**src/verilog/gfx_video_pkg.sv**
```systemverilog
package gfx_video_pkg;

	// Memory word and pixel packing.
	localparam int word_bits = 16;
	localparam int pix_bits = 4;
	localparam int pix_per_word = 4;

	// 4 bits per channel, red in the top nibble.
	localparam int color_bits = 12;

	// Word address inside one bank.
	localparam int mem_addr_bits = 14;

	// Line fetch FSM of a bitmap layer.
	typedef enum logic [1:0]
	{
		f_idle,
		f_request,
		f_done
	} fetch_state_t;

endpackage

```
**src/verilog/pixel_mixer.sv**
```systemverilog
module pixel_mixer
	import gfx_video_pkg::*;
(
	input  logic CLK,
	input  logic rst_n,
	input  logic pal_wr,
	input  logic [pix_bits-1:0] pal_index,
	input  logic bg_wr,
	input  logic [color_bits-1:0] wr_data,
	input  logic [pix_bits-1:0] pix0,
	input  logic [pix_bits-1:0] pix1,
	input  logic active,
	input  logic hs_in,
	input  logic vs_in,
	output logic [3:0] RR,
	output logic [3:0] GG,
	output logic [3:0] BB,
	output logic HS,
	output logic VS
);

	logic [color_bits-1:0] palette [2**pix_bits];
	logic [color_bits-1:0] bg_color;
	logic [pix_bits-1:0] index;
	logic [color_bits-1:0] color;
	logic [color_bits-1:0] rgb_q;
	logic active_d;
	logic hs_d;
	logic vs_d;

	always_ff @(posedge CLK)
	begin
		if (pal_wr)
			palette[pal_index] <= wr_data;
	end

	always_ff @(posedge CLK or negedge rst_n)
	begin
		if (!rst_n)
			bg_color <= '0;
		else if (bg_wr)
			bg_color <= wr_data;
	end

	// Layer 0 is on top; index 0 lets the layer below show.
	assign index = (pix0 != '0) ? pix0 : pix1;
	assign color = (index == '0) ? bg_color : palette[index];

	always_ff @(posedge CLK or negedge rst_n)
	begin
		if (!rst_n)
		begin
			active_d <= 1'b0;
			hs_d <= 1'b1;
			vs_d <= 1'b1;
			rgb_q <= '0;
			HS <= 1'b1;
			VS <= 1'b1;
		end
		else
		begin
			active_d <= active;
			hs_d <= hs_in;
			vs_d <= vs_in;
			rgb_q <= active_d ? color : '0;
			HS <= hs_d;
			VS <= vs_d;
		end
	end

	assign RR = rgb_q[11:8];
	assign GG = rgb_q[7:4];
	assign BB = rgb_q[3:0];

endmodule

```
**config.mk**
```make
export PLATFORM = sky130hd
export DESIGN_NAME = pixel_mixer
export DESIGN_NICKNAME = d
export VERILOG_FILES = /design/src/verilog/gfx_video_pkg.sv /design/src/verilog/pixel_mixer.sv
export SDC_FILE = /design/constraint.sdc
export NUM_CORES = 1
export LEC_CHECK = 0
export ABC_CLOCK_PERIOD_IN_PS = 4700
export BUFFER_PORTS_ARGS = -buffer_cell sky130_fd_sc_hd__buf_2
export CORE_MARGIN = 3
export CORE_UTILIZATION = 40
export CTS_CLUSTER_DIAMETER = 50
export DETAILED_ROUTE_END_ITERATION = 10
export PLACE_DENSITY = 0.55
export SYNTH_ARGS = -nofsm -noshare
export SYNTH_HDL_FRONTEND = slang
export SYNTH_SLANG_ARGS = --single-unit
export TNS_END_PERCENT = 20
```
**constraint.sdc**
```tcl
create_clock -name CLK -period 4.7 [get_ports CLK]
set_input_delay 0.94 -clock CLK [delete_from_list [all_inputs] [get_ports CLK]]
set_output_delay 0.94 -clock CLK [all_outputs]
set_load 0.05 [all_outputs]
```
==> impl_metrics.tcl <==
set metrics [dict create \
    status "finished clean" \
    startpoint_type "input pin" \
    power_w 0.004208 \
    crit_path_end_kind "register" \
    finalClockSkew_ns 0.008086 \
    rr_startpoint "active_d$_DFF_PN0_" \
    hold_ws_ns 0.3633 \
    clockBufferDepth 3 \
    cts.sinks 209 \
    synth_top_area_share_pct 64.35 \
    grt_overflow_total 0 \
    core_area_sq_um 20430 \
    rsz0062_at_grt "false" \
    ant_nets 0 \
    numCtsBuffers 25 \
    die_y_um 150.9 \
    globalplace.congestion 0.8189 \
    root_buffer "clkbuf_16" \
    postCtsSetupRepairBufs 0 \
    drc 0 \
    synth_enable_flop_cells 180 \
    syn_inst 554 \
    gr-usage-all-layers_pct 18.15 \
    fin_util_pct 47.39 \
    drive_above_1_share_pct 23.71 \
    setup-violations-final 0 \
    insertion_delay_ns 0.51 \
    dr.first_iter.drc_count 367 \
    fin_nets 633 \
    antenna_cells 0 \
    synth_top_area_cell "edfxtp_1" \
    relSlewSlack_pct 12.16 \
    vias 5012 \
    cts.clk_slew.worst_paths_ns 0.06 \
    syn_avg_cell_area_sq_um 15.16 \
    cap_violations 0 \
    final_common_cell "edfxtp_1" \
    critPathKind "in -> reg" \
    port_buffers 44 \
    tightest_slew_ns 1.313 \
    hpwl_um 12230 \
    post-place-cells 845 \
    drtPass1Iterations 5 \
    crit_start "pix0[0]" \
    min_from "hs_d$_DFF_PN1_" \
    grt_pass1_wl_um 30830 \
    fillCellCount 1776 \
    synth-seq-cells 209 \
    start_util_pct 41.11 \
    critPathMaxFanout 33 \
    cp.arrival_ns 3.46 \
    grt_pass1_vias 4964 \
    avgRoutedWirePerCell_um 22.97 \
    grt_max_degree 61 \
    dieArea_sq_um 22770 \
    area_growth_pct 15.27 \
    synthFlopType "edfxtp_1" \
    viasPerCell 5.631 \
    htreeDepth 1 \
    finalCriticalPeriod_ns 3.018 \
    fin_setup_tns_ns 0 \
    syn-num-nets 585 \
    required_ns 5.14 \
    syn-cell-area_sq_um 8399 \
    hold_class "reg -> reg" \
    hold_viol_final 0 \
    wirelength_um 20440 \
    ios 45 \
    fin_crit_sh_pct 64.21 \
    cts_resized 0 \
    final_cell_mix "edfxtp_1 (180), nand3_1 (84), o21ai_0 (61), buf_2 (44), mux2i_1 (36)" \
    grt_antenna_before_repair 0 \
    timing.fmax_mhz 331.3 \
    ys_seq_area_share_pct 73.05 \
    ys_top_cells_by_area "edfxtp_1 (64%), dfrtp_1 (7.4%), nand3_1 (5.0%)" \
    cts_tree "done" \
    instances_no_fill 890 \
    ctsHoldBuffers 0 \
    rows 52 \
    powerDensity_nw_per_um2 434.6 \
    slew_violations 0 \
    synth-async-reset-ratio_pct 13.88 \
    ys_warn_count 0 \
    vdd_ir_drop_max_mv 0.3263 \
    leakage_nw 3.352 \
    die_x_um 150.9 \
    synthDistinctLibCells 36 \
    reg2reg_slack_ns 2.34 \
]
## Yosys cell counts, types with 2 or more instances
master and number:
buf_1 4, nor4b_1 2, inv_1 2, nand2_1 14
and4_1 7, and4_4 5, clkbuf_1 19, dfrtp_1 25
a21oi_1 12, nor2_1 16, mux2_2 12, a31o_2 12
buf_4 2, mux2i_1 36, or4b_4 2, o21ai_0 61
buf_6 7, dfstp_2 4, a221o_1 12, nor3_1 3
edfxtp_1 180, nand3b_1 2, nand2b_1 2, buf_2 5
clkbuf_2 2, nand3_1 84, a221oi_1 12, or3b_2 2
## cell families after synthesis
group,share of synthesized area [%]
flip-flops,73.05
multiplexers,5.899
AO/OA/AOI/OAI,8.789
AND/OR/NAND/NOR,9.608
buffers and inverters,2.652
## per-stage QoR
stage | setup slack, ns | area [sq um]
floorplan | 2.162 | 8399
detailed placement | 1.082 | 8882
global placement | 1.188 | 8875
CTS | 1.609 | 9682
finish | 1.682 | 9682
global route | 1.484 | 9682
## layout make-up
class	count	area [sq um]	area share, %
tap	270	337.8	3.489
inverter	2	7.507	0.07754
timing repair buffer	60	340.3	3.515
sequential	209	6136	63.38
clock buffer	33	716.9	7.405
clock inverter	12	82.58	0.8529
multi-input combinational	304	2061	21.28
## worst paths after layout
path	cells past startpoint	to
max	5	rgb_q[5]$_DFF_PN0_
min	0	HS$_DFF_PN1_
max reg2reg	3	rgb_q[5]$_DFF_PN0_
min reg2reg	0	HS$_DFF_PN1_
max in group asynchronous	1	rgb_q[11]$_DFF_PN0_
min in group asynchronous	1	bg_color[1]$_DFFE_PN0P_
## metal layers
layer	vias up	wire length [um]	global-route usage, %	share of wire (%)
met5	-	0	0	0
met2	165	10190	29.38	50
li1	2277	-	-	-
met4	0	678	6.210	3.3
met3	41	1160	2.992	5.7
met1	2529	8421	25.08	41
## sequential cells by signal (all words and copies together) (netlist names)
signal / count
palette: 180
bg_color: 12
rgb_q: 12
HS: 1
VS: 1
active_d: 1
hs_d: 1
vs_d: 1
## where the power goes
| group | switching (W) | internal (W) | leakage, nW |
|---|---|---|---|
| Clock | 0.000739 | 0.00108 | 0.392 |
| Combinational | 0.000207 | 0.0000894 | 0.986 |
| Sequential | 0.0000178 | 0.00207 | 1.97 |
## critical path, cell delays in order
cell,delay (ns)
buf_2,0.44
nor4b_1,0.15
or3b_2,0.67
nor2_1,0.93
a221o_1,0.32
Power figures use the tool's default switching activity.
