==> config.mk <==
export PLATFORM = sky130hd
export DESIGN_NAME = video_timing
export DESIGN_NICKNAME = d
export VERILOG_FILES = /design/src/verilog/gfx_reg_pkg.sv /design/src/verilog/video_timing.sv
export SDC_FILE = /design/constraint.sdc
export NUM_CORES = 1
export LEC_CHECK = 0
export BUFFER_PORTS_ARGS = -buffer_cell sky130_fd_sc_hd__buf_4
export CAP_MARGIN = 5
export CORE_AREA = 2 2 59 61
export DETAILED_ROUTE_END_ITERATION = 8
export DIE_AREA = 0 0 61 63
export PLACE_DENSITY = 0.83
export SYNTH_ARGS = -nofsm -noshare
export SYNTH_HDL_FRONTEND = slang
export SYNTH_SLANG_ARGS = --single-unit
==> constraint.sdc <==
create_clock -name CLK -period 2.1 [get_ports CLK]
set_input_delay 0.21 -clock CLK [delete_from_list [all_inputs] [get_ports CLK]]
set_output_delay 0.21 -clock CLK [all_outputs]
set_load 0.005 [all_outputs]
==> src/verilog/gfx_reg_pkg.sv <==
package gfx_reg_pkg;

	localparam int reg_bits = 12;

	// Decoded host register regions.
	typedef enum logic [2:0]
	{
		sel_palette,
		sel_bgcolor,
		sel_layer0,
		sel_layer1,
		sel_frame,
		sel_none
	} reg_sel_t;

	// Layer register offsets.
	localparam logic [3:0] layer_off_base = 4'd0;
	localparam logic [3:0] layer_off_enable = 4'd1;

	// Base word address, bank bit on top.
	localparam int base_bits = 15;

	localparam int frame_bits = 6;

endpackage

==> src/verilog/video_timing.sv <==
module video_timing
	import gfx_reg_pkg::*;
#(
	parameter int H_ACTIVE = 640,
	parameter int H_FRONT = 16,
	parameter int H_SYNC = 96,
	parameter int H_BACK = 48,
	parameter int V_ACTIVE = 480,
	parameter int V_FRONT = 10,
	parameter int V_SYNC = 2,
	parameter int V_BACK = 33
)
(
	input  logic CLK,
	input  logic rst_n,
	output logic [9:0] h,
	output logic [9:0] v,
	output logic active,
	output logic hs,
	output logic vs,
	output logic line_start,
	output logic [9:0] next_line,
	output logic [frame_bits-1:0] frame_count
);

	localparam int H_TOTAL = H_ACTIVE + H_FRONT + H_SYNC + H_BACK;
	localparam int V_TOTAL = V_ACTIVE + V_FRONT + V_SYNC + V_BACK;
	localparam int H_SYNC_START = H_ACTIVE + H_FRONT;
	localparam int V_SYNC_START = V_ACTIVE + V_FRONT;

	logic h_last;
	logic v_last;

	assign h_last = (h == 10'(H_TOTAL - 1));
	assign v_last = (v == 10'(V_TOTAL - 1));

	always_ff @(posedge CLK or negedge rst_n)
	begin
		if (!rst_n)
		begin
			h <= '0;
			v <= '0;
			frame_count <= '0;
		end
		else if (h_last)
		begin
			h <= '0;
			if (v_last)
			begin
				v <= '0;
				frame_count <= frame_count + 1'b1;
			end
			else
				v <= v + 10'd1;
		end
		else
			h <= h + 10'd1;
	end

	assign active = (h < 10'(H_ACTIVE)) && (v < 10'(V_ACTIVE));
	assign hs = !((h >= 10'(H_SYNC_START)) && (h < 10'(H_SYNC_START + H_SYNC)));
	assign vs = !((v >= 10'(V_SYNC_START)) && (v < 10'(V_SYNC_START + V_SYNC)));

	// Fetch window opens with horizontal blanking.
	assign line_start = (h == 10'(H_ACTIVE));
	assign next_line = (v >= 10'(V_ACTIVE - 1)) ? '0 : v + 10'd1;

endmodule

==> flow_summary.toml <==
[route]
dr.first_iter.drc_count = 66
wire_per_inst_um = 13.4
drtPass1Iterations = 4
drc = 0
ant_nets = 0
wirelength_mm = 3.39
vias = 1348
vias_per_cell = 5.35

[synthesis]
yosysSeqAreaShare = 0.412
ys_warn_count = 0
syn_nets = 174
synth_area_mm2 = 0.00158
synth_cell_types = 44
syn_inst = 167
ys_ff_latch = 26
syn_area_per_cell_um2 = 9.45

[place]
placed_area_mm2 = 0.00188
dp_hpwl_mm = 2.43
placedCellCount = 245
io_buffers = 40
place_ws_ps = 207
gp_congestion = 0.875

[worst_setup_path]
ff2ff_setup_slack_ps = 220
crit_slowest_cell = "dfrtp_2"
reg2reg_depth = 7
path_cells = "buf_4 -> nand4_1 -> or2_2 -> xor2_1 -> nor2_1 -> buf_4"
path_class = "flip-flop to output pin"
r2r_start = "v[0]"
slowest_delay_ps = 390
cp-startpoint = "v[0]"
critPathArrivalTime_ps = 1750
path_common_cell = "buf_4"
cp_max_fo = 7
r2r-end = "frame_count[1]"
endpoint = "next_line[5]"
startpoint_type = "flip-flop"
end_kind = "output pin"
worst_ep_required_time_ps = 1890

[global_routing]
grt_pass1_vias = 1221
grt_usage = 0.189
grt_max_degree = 27
grt_pass1_wl_mm = 5.60
grt_antenna_before_repair = 0
gr-total-overflow = 0

[status]
outcome = "complete, no violations"

[timing]
layout_worst_path_cycle_share = 0.934
finalSetupViolCount = 0
clock.fmax_mhz = 510
rsz0062_at_grt = "no"
finalWorstSetupSlack_ps = 138
min_period_ps = 1960
final-max-slew-violation-count = 0
fin_skew_ps = 6.19
whs_ps = 320
setup_tns_ps = 0
finalHoldViolations = 0

[layout]
most-common-layout-cells = "buf_4, nor2_1, dfrtp_1"
drive_above_1_share = 0.330
fin_util = 0.611
design_area_mm2 = 0.00197
multi_input_area_um2 = 862
antenna-diode-count = 0
final_common_cell = "buf_4"
fill_cells = 289
final_cells = 252
regArea_um2 = 654
areaGrowthSynthToFinish_pct = 25.1
finalNetCount = 214

[floorplanning]
die_w_um = 61
io_pins = 42
dieArea_mm2 = 0.00384
core_mm2 = 0.00323
rows = 21
die_y_um = 63
start_util = 0.488

[cts]
root_buffer = "clkbuf_4"
cts_buffers = 3
clock-sinks = 26
cts_tree = "done"
clk_path_buf_depth = 2
insertion_delay_ps = 310
clk_pin_slew_worst_paths_ps = 140
htree_levels = 1

[hold_path]
hold_class = "primary input to async pin"

[power_and_ir_drop]
p_per_area_mw_per_mm2 = 386
ir_drop_mv = 0.184
leakagePower_nw = 0.934
power_uw = 761

[flow_run]
maxCapViolations = 0
[how the worst min path moves through the flow]
stage | cells after the start | to | start | slack, ps
after floorplan | 0 | frame_count[0] | rst_n | -90
after global placement | 1 | h[4] | rst_n | 140
after detailed placement | 1 | h[6] | rst_n | 140
after CTS | 2 | h[6] | rst_n | 330
after global routing | 2 | h[5] | rst_n | 330
final | 2 | h[4] | rst_n | 320
[metal layers]
| layer | GRT usage | part of all wire | vias up |
|---|---|---|---|
| li1 | - | - | 655 |
| met5 | 0 | 0 | - |
| met1 | 0.280 | 0.49 | 643 |
| met4 | 0.0516 | 0.0062 | 0 |
| met2 | 0.285 | 0.46 | 46 |
| met3 | 0.0290 | 0.042 | 4 |
[power breakdown]
group / leakage (nW) / internal [mW] / total [mW] / switching [mW]
logic: 0.569 / 0.00248 / 0.0124 / 0.00996
clock network: 0.0210 / 0.106 / 0.248 / 0.142
registers: 0.344 / 0.501 / 0.501 / 0
total: 0.934 / 0.609 / 0.761 / 0.152
[critical path: cells and delay by family (launching register included)]
kind | cells | cell delay, ps
and+or+nand+nor | 3 | 630
DFF | 1 | 390
buffers and inverters | 2 | 260
xor gates and xnor gates | 1 | 150
[registers in the layout, indices dropped and copies added, names as in the netlist]
| register | cells |
|---|---|
| h | 10 |
| v | 10 |
| frame_count | 6 |
[cell type report]
| type | instances | area share |
|---|---|---|
| Inverter | 8 | 0.0152 |
| Multi-Input combinational cell | 124 | 0.437 |
| Tap cell | 46 | 0.0292 |
| Timing Repair Buffer | 44 | 0.169 |
| Sequential cell | 26 | 0.332 |
| Clock buffer | 4 | 0.0184 |
[synthesized netlist by cell type (all sizes together)]
cell,number,area [um2]
xnor2,7,61.3
and3,4,31.3
or3,1,7.51
nor2b,1,6.26
nor3b,1,7.51
ha,5,62.6
nand2,6,25.0
dfrtp,26,651
xor2,10,87.6
o22ai,2,12.5
and4bb,1,12.5
a22o,5,43.8
and2,5,32.5
or2,1,6.26
a21o,2,15.0
conb,1,3.75
clkbuf,2,7.51
and4,1,8.76
a21boi,1,7.51
o31ai,2,15.0
and4b,1,10.0
and3b,1,8.76
buf,7,60.1
nor4,1,6.26
nand4,7,43.8
nand3,12,70.1
nand2b,1,6.26
o21bai,1,11.3
nor2,23,86.3
inv,8,30.0
mux2,1,11.3
o21ai,9,45.0
a21oi,3,15.0
nor3,7,45.0
nor4b,1,23.8
[timing repair]
action                                  4_1_cts  5_1_grt
buffers inserted                              1        1
endpoints found under the setup margin        9        9
endpoints found under the hold margin        26        0
pin swaps                                     0        1
hold buffers                                  1        0
resized for setup                             3        7
[cells by family (layout without fill, tap and decap cells)]
kind of cell	count (synthesis)	in the layout	synth area share
multiplexers	1	1	0.00714
buffers and inverters	17	56	0.0619
other	1	1	0.00238
adder cells (fa/ha/maj)	5	5	0.0397
AO/OA/AOI/OAI	25	25	0.105
AND/OR/NAND/NOR	75	75	0.278
flip-flops	26	26	0.412
XOR/XNOR	17	17	0.0944
No activity file was read; power rests on OpenSTA's default activity.
