<file path="config.mk">
export PLATFORM = sky130hd
export DESIGN_NAME = bank_arbiter
export DESIGN_NICKNAME = d
export VERILOG_FILES = /design/src/verilog/gfx_video_pkg.sv /design/src/verilog/bank_arbiter.sv
export SDC_FILE = /design/constraint.sdc
export NUM_CORES = 1
export LEC_CHECK = 0
export ABC_CLOCK_PERIOD_IN_PS = 1800
export BUFFER_PORTS_ARGS = -buffer_cell sky130_fd_sc_hd__buf_2
export CORE_MARGIN = 5
export CORE_UTILIZATION = 23
export DETAILED_ROUTE_END_ITERATION = 10
export GPL_ROUTABILITY_DRIVEN = 0
export GPL_TIMING_DRIVEN = 0
export PLACE_DENSITY_LB_ADDON = 0.25
export SLEW_MARGIN = 20
export SYNTH_ARGS = -nofsm -noshare
export SYNTH_HDL_FRONTEND = slang
export SYNTH_SLANG_ARGS = --single-unit
</file>
<file path="constraint.sdc">
create_clock -name CLK -period 1.8 [get_ports CLK]
set_input_delay 0 -clock CLK [delete_from_list [all_inputs] [get_ports CLK]]
set_output_delay 0 -clock CLK [all_outputs]
set_load 0.1 [all_outputs]
</file>
<file path="src/verilog/gfx_video_pkg.sv">
package gfx_video_pkg;

	// Memory word and pixel packing.
	localparam int word_bits = 16;
	localparam int pix_bits = 4;
	localparam int pix_per_word = 4;

	// 4 bits per channel, red in the top nibble.
	localparam int color_bits = 12;

	// Word address inside one bank.
	localparam int mem_addr_bits = 14;

	// Line fetch FSM of a bitmap layer.
	typedef enum logic [1:0]
	{
		f_idle,
		f_request,
		f_done
	} fetch_state_t;

endpackage

</file>
<file path="src/verilog/bank_arbiter.sv">
module bank_arbiter
	import gfx_video_pkg::*;
(
	input  logic CLK,
	input  logic rst_n,
	input  logic [mem_addr_bits:0] req0_addr,
	input  logic req0_valid,
	output logic [word_bits-1:0] req0_data,
	output logic req0_ready,
	input  logic [mem_addr_bits:0] req1_addr,
	input  logic req1_valid,
	output logic [word_bits-1:0] req1_data,
	output logic req1_ready,
	output logic [mem_addr_bits-1:0] B1_ADDR,
	output logic B1_VALID,
	input  logic [word_bits-1:0] B1_DIN,
	input  logic B1_READY,
	output logic [mem_addr_bits-1:0] B2_ADDR,
	output logic B2_VALID,
	input  logic [word_bits-1:0] B2_DIN,
	input  logic B2_READY
);

	logic req0_bank;
	logic req1_bank;
	logic [1:0] want0;
	logic [1:0] want1;

	// Owner per bank, 1 means layer 1.
	logic [1:0] owner;
	logic [1:0] owner_q;
	logic [1:0] locked;

	logic [1:0] bank_valid;
	logic [mem_addr_bits-1:0] bank_addr [2];
	logic [1:0] bank_ready;
	logic [word_bits-1:0] bank_din [2];

	assign req0_bank = req0_addr[mem_addr_bits];
	assign req1_bank = req1_addr[mem_addr_bits];

	for (genvar b = 0; b < 2; b++)
	begin : g_bank
		assign want0[b] = req0_valid && (req0_bank == 1'(b));
		assign want1[b] = req1_valid && (req1_bank == 1'(b));

		// A stalled request keeps its bank until the word is taken.
		assign owner[b] = locked[b] ? owner_q[b] : !want0[b];
		assign bank_valid[b] = owner[b] ? want1[b] : want0[b];
		assign bank_addr[b] = owner[b] ? req1_addr[mem_addr_bits-1:0]
			: req0_addr[mem_addr_bits-1:0];

		always_ff @(posedge CLK or negedge rst_n)
		begin
			if (!rst_n)
			begin
				locked[b] <= 1'b0;
				owner_q[b] <= 1'b0;
			end
			else
			begin
				locked[b] <= bank_valid[b] && !bank_ready[b];
				owner_q[b] <= owner[b];
			end
		end
	end

	assign B1_ADDR = bank_addr[0];
	assign B1_VALID = bank_valid[0];
	assign B2_ADDR = bank_addr[1];
	assign B2_VALID = bank_valid[1];
	assign bank_ready = {B2_READY, B1_READY};
	assign bank_din[0] = B1_DIN;
	assign bank_din[1] = B2_DIN;

	assign req0_ready = req0_valid && !owner[req0_bank] && bank_ready[req0_bank];
	assign req1_ready = req1_valid && owner[req1_bank] && bank_ready[req1_bank];
	assign req0_data = bank_din[req0_bank];
	assign req1_data = bank_din[req1_bank];

endmodule

</file>
==> impl_results.md <==
* Status: complete, no violations
* FF+latch count, synth at 4
* Async S/R FF share, synth at 1.00
* Worst-Skew Late Latency at 0.22 ns
* Core area at 4290 µm²
* Final Skew at 0.00000930 ns
* Pre-CTS setup slack at 0.0930 ns
* Crit. End Element: primary output
* Fin Hold WS at 0.132 ns
* Pwr dens at 891 nW/µm²
* Synth top area share at 0.584
* Drt wl/cell at 13.8 µm
* Final hold vios at 0
* Synthesized area per cell at 10.6 µm²
* Initial Utilization at 0.234
* Number of global-route vias before repair at 1296
* End of the worst register-to-register path: locked[1]
* Post-CTS setup buffer count at 0
* Fill cells at 425
* Antenna Violating Nets Remaining at 0
* Clock Sinks at 4
* ANT cells at 0
* Critical path origin: owner_q[1]
* Peak supply drop at 0.351 mV
* Most frequent cell after synthesis: mux2_2
* Placed Cells at 278
* Final setup TNS at 0 ns
* Tmin final at 1.71 ns
* Post-Syn Area at 1000 µm²
* Longest Clk Path Bufs at 2
* Multi-input logic area at 866 µm²
* Crit path kind: reg -> out
* CTS buffer count at 3
* Via density at 4.45
* CP arrival at 1.71 ns
* Unrepaired setup endpoints after global routing: false
* Top cells by area, synth: mux2_2, mux2_4, dfrtp_1
* Initial antenna violation count at 0
* Fmax at 0.584 GHz
* Worst-path fanout max at 8
* Placed cell area at 1740 µm²
* Max Cap Viol at 0
* Clock slew at reported path FFs at 0.03 ns
* Final setup violation count at 0
* Final WL at 3940 µm
* Total GRT Usage at 0.126
* Die ar. at 5780 µm²
* Worst EP required at 1.80 ns
* Final #Nets at 303
* Synth warn at 0
* Layout cells sized above 1 at 0.888
* Yosys top cell by area: mux2_2
* IO Pins at 132
* Grt total ovfl at 0
* Hold Crit Class: in -> async
* CTS tree: done
* P&R area growth vs syn at 88.9%
* Final core occ at 0.441
* Root Buffer: clkbuf_8
* R2R Setup Slk at 0.68 ns
* Final setup margin at 0.0882 ns
* Largest net degree at the start of global routing at 11
* Register area at 101 µm²
* Initial DRC count at 69
* Setup crit start kind: register
* Final period util at 0.951
* Post-synth EDFFs at 0
* Final Non-Filler Cells at 285
* Die Y at 76.1 µm
* Cell area after layout at 1900 µm²
* Synth cell count leaders: mux2_2, mux2_4, dfrtp_1, nand2_1
* Predominant post-synthesis flop cell: dfrtp_1
* Drt pass-1 iters at 4
* Reg2Reg Depth at 3
* Global-route wire length before repair at 6210 µm
* Worst slew margin at 0.644
* Placed wire-length estimate at 3330 µm
* Reg-to-reg startpoint: locked[1]
* DRC violation count after routing at 0
* Sequential share of the synthesized area at 0.0998
* CP endpoint: B2_ADDR[10]
* Die width at 76.1 µm
* Leakage at 0.981 nW
* # port buffers at 131
* Slew @ Worst Pin at 0.534 ns
* Pwr Total at 1.69 mW
* Cells after Synth at 95
* Post-synth cell types at 26
* Vias at 1268
* Max-slew violation count at 0
* Syn nets at 163
* Cell Rows at 24
* Depth of the CTS H-tree at 1
-- how the worst min path moves through the flow --
stage                  to  startpoint  depth (start not counted)
2_1_floorplan   locked[0]       rst_n                          0
3_3_place_gp   owner_q[0]       rst_n                          1
3_5_place_dp   owner_q[0]       rst_n                          1
4_1_cts        owner_q[0]       rst_n                          2
5_1_grt        owner_q[0]       rst_n                          2
6_report       owner_q[0]       rst_n                          2
-- layout by cell type (no fill, tap or decap), types with 2 or more instances in the layout --
cell and n:
nand2_1 4, clkbuf_8 3, buf_2 116, nand2b_1 2
buf_6 7, buf_4 12, dfrtp_1 3, mux2_4 8
mux2_2 52, dlygate4sd3_1 3, buf_1 2, nand3_1 2
-- final cells by class --
class                           count  area share
Inverter                            2     0.00396
Clock buffer                        3      0.0218
Timing Repair Buffer              135       0.398
Sequential cell                     4      0.0535
Multi-Input combinational cell     82       0.457
Tap cell                           52      0.0343
Buffer                              7      0.0317
-- cell families (layout without fill, tap and decap cells) --
logic type	count (synthesis)	count (layout)	synth area share
muxes	60	60	0.703
DFF	4	4	0.0998
and+or+nand+nor	14	14	0.0698
AOI/OAI and AO/OA	8	8	0.0636
buffers and inverters	9	147	0.0636
-- worst max-delay path, cell delays in order (launching register included) --
cell	delay, ns
dfrtp_1	0.39
nand2b_1	0.20
o21ai_4	0.15
buf_6	0.18
mux2_2	0.33
buf_4	0.23
-- sequential cells by signal, summed over array words and instances, names as in the netlist --
| name | flops |
|---|---|
| locked | 2 |
| owner_q | 2 |
-- power breakdown --
| group | switching (mW) | internal [mW] | total, mW |
|---|---|---|---|
| clock | 0.0476 | 0.143 | 0.190 |
| sequential | 0.00647 | 0.0976 | 0.104 |
| combinational | 1.08 | 0.314 | 1.40 |
| total | 1.13 | 0.555 | 1.69 |
-- layer usage --
metal  vias to the layer above  track usage  share of wire
met5                         -            0              0
met4                         0       0.0210         0.0069
met3                         3       0.0366          0.087
met2                        60        0.235           0.53
met1                       567        0.142           0.37
li1                        638            -              -
-- timing repair --
| item | CTS | global route |
|---|---|---|
| pin swaps | 1 | 0 |
| endpoints found under the hold margin | 6 | 0 |
| resized for setup | 10 | 25 |
| gates cloned | 0 | 1 |
| hold buffers | 3 | 0 |
| endpoints found under the setup margin | 8 | 17 |
No activity file was read; power rests on OpenSTA's default activity.
