$ cat config.mk
export PLATFORM = sky130hd
export DESIGN_NAME = bitmap_layer
export DESIGN_NICKNAME = d
export VERILOG_FILES = /design/src/verilog/gfx_video_pkg.sv /design/src/verilog/gfx_reg_pkg.sv /design/src/verilog/bitmap_layer.sv
export SDC_FILE = /design/constraint.sdc
export NUM_CORES = 2
export LEC_CHECK = 0
export BUFFER_PORTS_ARGS = -buffer_cell sky130_fd_sc_hd__buf_2
export CAP_MARGIN = 20
export CORE_MARGIN = 1.5
export CORE_UTILIZATION = 47
export DETAILED_ROUTE_END_ITERATION = 10
export GPL_TIMING_DRIVEN = 0
export PLACE_DENSITY = 0.67
export SYNTH_ARGS = -nofsm -noshare
export SYNTH_HDL_FRONTEND = slang
export SYNTH_SLANG_ARGS = --single-unit
$ cat constraint.sdc
create_clock -name CLK -period 3.4 [get_ports CLK]
set_clock_uncertainty 0.2 [all_clocks]
set_input_delay 0.68 -clock CLK [delete_from_list [all_inputs] [get_ports CLK]]
set_output_delay 0.68 -clock CLK [all_outputs]
set_load 0.1 [all_outputs]
$ cat src/verilog/gfx_video_pkg.sv
package gfx_video_pkg;

	// Memory word and pixel packing.
	localparam int word_bits = 16;
	localparam int pix_bits = 4;
	localparam int pix_per_word = 4;

	// 4 bits per channel, red in the top nibble.
	localparam int color_bits = 12;

	// Word address inside one bank.
	localparam int mem_addr_bits = 14;

	// Line fetch FSM of a bitmap layer.
	typedef enum logic [1:0]
	{
		f_idle,
		f_request,
		f_done
	} fetch_state_t;

endpackage

$ cat src/verilog/gfx_reg_pkg.sv
package gfx_reg_pkg;

	localparam int reg_bits = 12;

	// Decoded host register regions.
	typedef enum logic [2:0]
	{
		sel_palette,
		sel_bgcolor,
		sel_layer0,
		sel_layer1,
		sel_frame,
		sel_none
	} reg_sel_t;

	// Layer register offsets.
	localparam logic [3:0] layer_off_base = 4'd0;
	localparam logic [3:0] layer_off_enable = 4'd1;

	// Base word address, bank bit on top.
	localparam int base_bits = 15;

	localparam int frame_bits = 6;

endpackage

$ cat src/verilog/bitmap_layer.sv
module bitmap_layer
	import gfx_video_pkg::*;
	import gfx_reg_pkg::*;
#(
	parameter int H_ACTIVE = 640
)
(
	input  logic CLK,
	input  logic rst_n,
	input  logic reg_wr,
	input  logic [3:0] reg_offset,
	input  logic [word_bits-1:0] reg_data,
	input  logic line_start,
	input  logic [9:0] next_line,
	input  logic [9:0] h,
	output logic [pix_bits-1:0] pix,
	output logic [base_bits-1:0] req_addr,
	output logic req_valid,
	input  logic [word_bits-1:0] req_data,
	input  logic req_ready
);

	localparam int WORDS = H_ACTIVE / pix_per_word;
	localparam int IDX_BITS = $clog2(WORDS);

	logic [base_bits-1:0] base;
	logic enable;

	fetch_state_t state;
	logic [IDX_BITS-1:0] word_idx;
	logic [mem_addr_bits-1:0] fetch_addr;
	logic [mem_addr_bits-1:0] line_offset;

	logic [word_bits-1:0] line_buf [WORDS];
	logic [IDX_BITS-1:0] rd_word;

	always_ff @(posedge CLK or negedge rst_n)
	begin
		if (!rst_n)
		begin
			base <= '0;
			enable <= 1'b0;
		end
		else if (reg_wr)
		begin
			case (reg_offset)
				layer_off_base: base <= reg_data[base_bits-1:0];
				layer_off_enable: enable <= reg_data[0];
				default: ;
			endcase
		end
	end

	assign line_offset = mem_addr_bits'(next_line * WORDS);

	// One full line is fetched per blanking interval.
	always_ff @(posedge CLK or negedge rst_n)
	begin
		if (!rst_n)
		begin
			state <= f_idle;
			word_idx <= '0;
			fetch_addr <= '0;
		end
		else
		begin
			case (state)
				f_idle:
					if (line_start && enable)
					begin
						state <= f_request;
						word_idx <= '0;
						fetch_addr <= base[mem_addr_bits-1:0] + line_offset;
					end
				f_request:
					if (req_ready)
					begin
						word_idx <= word_idx + 1'b1;
						fetch_addr <= fetch_addr + 1'b1;
						if (word_idx == IDX_BITS'(WORDS - 1))
							state <= f_done;
					end
				f_done:
					state <= f_idle;
				default:
					state <= f_idle;
			endcase
		end
	end

	assign req_valid = (state == f_request);
	assign req_addr = {base[base_bits-1], fetch_addr};

	always_ff @(posedge CLK)
	begin
		if (req_valid && req_ready)
			line_buf[word_idx] <= req_data;
	end

	// Pixel 0 of a word sits in the low nibble.
	assign rd_word = h[IDX_BITS+1:2];

	always_ff @(posedge CLK)
	begin
		if (enable && (h < 10'(H_ACTIVE)))
			pix <= line_buf[rd_word][h[1:0] * pix_bits +: pix_bits];
		else
			pix <= '0;
	end

endmodule

==> run summary <==
The flow ran to the end, but the final reports show violations. The final reports fail on negative setup slack. The clock latency on the worst-skew pair was 0.95 ns.

The area overhead of the layout relative to synthesis was 19.7%; the worst slack at placement was -2.94 ns. The gate count after technology mapping came out at 4539. The endpoint class of the critical path is a register.

Once detail routing completed, the nets flagged for antenna violations numbered 0. The final total negative setup slack was -0.621 ns; the horizontal die dimension was 466 um. The final period demand of the worst path was 3.61 ns.

The length of the first detailed-routing pass in iterations came out at 6. The launching point of the worst reg2reg path is word_idx[3]$_DFFE_PN0P_. The setup path with the least slack is of type primary input to register. For this run, design rule violations remaining after detail routing come to 0.

The tools report the number of max-slew violations in the final report as 0. The area enclosed by the die boundary was 0.217 sq mm. In this run the power density over the cells is 599 mW/mm^2. The number of enable flip-flop cells after synthesis is 2560. Global routing consumed, on the met1 layer, 43.0% of the routing resources.

Net switching is 24.9% of the power. After synthesis, the netlist uses 65 different library cells. The net count of the finished layout is 5262.

The tools report the final number of hold-violating endpoints as 0. Per report_power, the combinational group accounts for 10.4% of the total. The fraction of final layout cells sized beyond drive strength 1 is 34.3%, and the reported max-cap violation count is 0. For the global placer's final weighted congestion, the log shows 1.01. The number of buffers added on ports was 73. The critical path starts at h[7]. Summed over all layers, the routed wires come to 362000 um.

In this run the tightest slew margin relative to its limit is 30.5%. Per report_power, the sequential group accounts for 49.7% of the total. The register area share after synthesis is 77.3%.

The detailed-route vias per instance is 6.86. Of all cell types, the one taking the most synthesized area is sky130_fd_sc_hd__edfxtp_1. Global-route wire length before repair: 477000 um.

When the netlist entered floorplanning its net count stood at 4627. Clock tree synthesis inserted a total of 284 buffers. The design draws 72.4 mW. The height of the die is 466 um, and the number of standard-cell rows in the floorplan is 169. The share of total power dissipated in the clock network is 39.9%.

STA classifies the critical path startpoint as a primary input. The logs give 0 for the remaining global-route overflow and 277 MHz for the maximum clock rate. The most critical setup path has its endpoint at pix[1]$_SDFF_PN0_.

The first routing iteration left 11300 violations. Among all stages on the critical path, the largest delay is contributed by sky130_fd_sc_hd__clkbuf_1. For this run, the slowest stage of the critical path takes 0.44 ns. The synthesized netlist occupies a cell area of 0.101 sq mm. Deepest clock path buffer count: 4. Kind of path behind the tightest hold check: primary input to register. sky130_fd_sc_hd__edfxtp_1 is the most common cell in the netlist. Sorting the synthesized cells by how often they occur yields sky130_fd_sc_hd__edfxtp_1 (2560), sky130_fd_sc_hd__mux4_2 (689), sky130_fd_sc_hd__nor2_1 (223), sky130_fd_sc_hd__nand2_1 (111), sky130_fd_sc_hd__a22oi_1 (98). Global routing consumed, on the met2 layer, 48.1% of the routing resources. Placeable core area: 0.213 sq mm.

Yosys printed 0 warnings. Dominant synthesized flop cell: sky130_fd_sc_hd__edfxtp_1. In the global route stage, met3 resource usage came out at 12.2%. The detailed router placed 56300 vias in this run. For the via count of the first global-routing pass, the log shows 53700.

The tools report the area of all placed cells without fillers as 0.121 sq mm. TritonCTS built the clock tree. The post-detailed-route wirelength per cell works out to 44.2 um. For the detailed placer's ending HPWL, the log shows 241000 um.

Once the floorplan was initialized, standard cells occupied 47.4% of the core. The H-tree generated during clock tree synthesis spans 5 levels. Counting cells, the worst reg-to-reg path comes to 7. Cell internal power was estimated by the tool at 54.3 mW. Clock-pin slew was measured on the worst setup and hold paths at 0.06 ns.

The placed instances occupy a cell area of 0.109 sq mm. The required time at the endpoint of the critical path was 3.93 ns. Of the post-synthesis cell area, the dominant cell type holds 76.2%. The setup check on the worst reg-to-reg path leaves a slack of -0.01 ns. For the number of antenna violations at the first check in global routing, the log shows 30.

The tools report the buffer cell driving the clock tree root as sky130_fd_sc_hd__clkbuf_16. The switching power is 18.0 mW. The signal on the critical path passes through buf_2, clkbuf_2, clkbuf_1, nor3_2, buf_6, clkbuf_2, a22oi_1, o22ai_1, nor3_2, nand3_2, nand4_1, nand3_2. The global-route usage over all layers was 33.3%; the synthesized area per cell was 22.2 sq um.

For the worst setup path, the data arrival time is 4.14 ns. The static leakage was 38.0 nW; the worst-case setup margin in the final layout was -0.212 ns. CTS saw 2604 sinks. The final number of setup-violating endpoints was 6. For the worst voltage drop across the vdd grid, the log shows 974 uV. Of all nets on the critical path, the largest fanout is 10. In the post-synthesis netlist, the biggest area contributors are sky130_fd_sc_hd__edfxtp_1 (76%), sky130_fd_sc_hd__mux4_2 (15%), sky130_fd_sc_hd__dfrtp_1 (0.99%). The slew at the pin with the worst max-slew slack came out at 1.04 ns.

The count of boundary I/O pins is 81. Counting flops and latches in the post-synthesis netlist gives 2604. The final cycle utilization of the critical path came out at 106%. The maximum number of pins on one net before global-route repair is 121.

Setup repair after global routing could not meet its margin everywhere. The endpoint identified for the worst register-to-register timing path is line_buf[59][0]$_DFFE_PP_. On the final layout, the worst hold slack is 0.0375 ns. After synthesis, the share of flip-flops with an asynchronous set or reset is 1.54%. The global routing stage identified its most utilized layer as met2.
stage by stage:
| stage | cells | util [%] |
|---|---|---|
| finish | 8201 | 56.8 |
| global route | 8193 | 56.7 |
| CTS | 8160 | 56.4 |
| detailed placement | 7630 | 51.3 |
| global placement | 7433 | 49.3 |
| floorplan | 4539 | - |
cells by family (layout without fill, tap and decap cells):
group	count (synthesis)	count (layout)	share of synthesized area, %
fa+ha+maj	27	27	0.350
buf+inv	265	1095	1.41
flops	2604	2604	77.3
compound gates	349	349	2.36
simple gates	508	508	2.25
mux	767	767	16.2
other cells	0	11	0
xor+xnor	19	19	0.165
worst min-delay path by stage:
stage | start | to | slack, ns | cells past startpoint
global route | req_data[14] | line_buf[11][14]$_DFFE_PP_ | 0.05 | 1
CTS | req_data[14] | line_buf[61][14]$_DFFE_PP_ | 0.02 | 1
detailed placement | base[1]$_DFFE_PN0P_ | base[1]$_DFFE_PN0P_ | 0.30 | 1
global placement | base[14]$_DFFE_PN0P_ | base[14]$_DFFE_PN0P_ | 0.29 | 1
floorplan | rst_n | base[0]$_DFFE_PN0P_ | 0.18 | 0
finish | req_data[4] | line_buf[115][4]$_DFFE_PP_ | 0.04 | 1
placed cells by master, fill, tap and decap left out, drive strengths merged, types with 7 or more instances in the layout:
cell | Yosys | routed
edfxtp | 2560 | 2560
mux4 | 689 | 689
buf | 147 | 476
clkbuf | 97 | 456
nor2 | 223 | 223
nand2 | 111 | 111
a22oi | 98 | 98
clkinv | 0 | 86
a21oi | 84 | 84
mux2i | 59 | 59
nand3 | 59 | 59
dfrtp | 40 | 40
o21ai | 37 | 37
dlygate4sd3 | 0 | 31
nor3 | 29 | 29
inv | 21 | 28
ha | 25 | 25
nor2b | 23 | 23
mux2 | 19 | 19
a211oi | 18 | 18
nand4 | 15 | 15
a22o | 14 | 14
o211ai | 13 | 13
a31oi | 13 | 13
a221oi | 12 | 12
diode | 0 | 11
xnor2 | 11 | 11
o22ai | 11 | 11
bufinv | 0 | 11
nand2b | 10 | 10
a2111oi | 9 | 9
xor2 | 8 | 8
and3 | 7 | 7
or3 | 7 | 7
layout make-up:
type	count	area, sq um
repair buffers	359	5170
clock buffers	371	7580
plain buffers	234	2620
clock inverters	110	802
diodes	11	27.5
multi-input cells	1670	23000
well taps	2821	3530
fillers	15300	92000
inverters	21	81.3
flip-flops and latches	2604	78000
worst max-delay path, delay by kind of cell:
kind / cells / cell delay, ns
buf+inv: 5 / 1.56
compound gates: 2 / 0.56
simple gates: 5 / 1.30
routing by layer:
| metal | vias up | wire [um] |
|---|---|---|
| met5 | - | 92 |
| met4 | 14 | 26900 |
| met3 | 1084 | 57300 |
| met2 | 5134 | 158000 |
| met1 | 29500 | 120000 |
| li1 | 20600 | - |
flip-flops by register name, indices dropped and copies added, names as in the netlist:
register and cells:
word_idx 8, line_buf 2560, state 2, base 15, pix 4, enable 1, fetch_addr 14
power groups by stage:
stage | Combinational [mW] | Sequential (mW) | Clock (mW)
finish | 7.51 | 36.0 | 28.9
global route | 7.57 | 36.0 | 30.0
CTS | 7.08 | 36.0 | 28.8
detailed placement | 6.66 | 36.7 | 0
global placement | 6.19 | 36.7 | 0
floorplan | 2.76 | 37.2 | 0
timing repair:
item                       in CTS  in global routing
setup endpoints to repair    1521               1039
pin swaps                      23                 23
setup buffers                  22                 33
gates resized for setup       478                111
hold buffers                   30                  1
hold endpoints to repair      276                 11
Power figures use the tool's default switching activity.
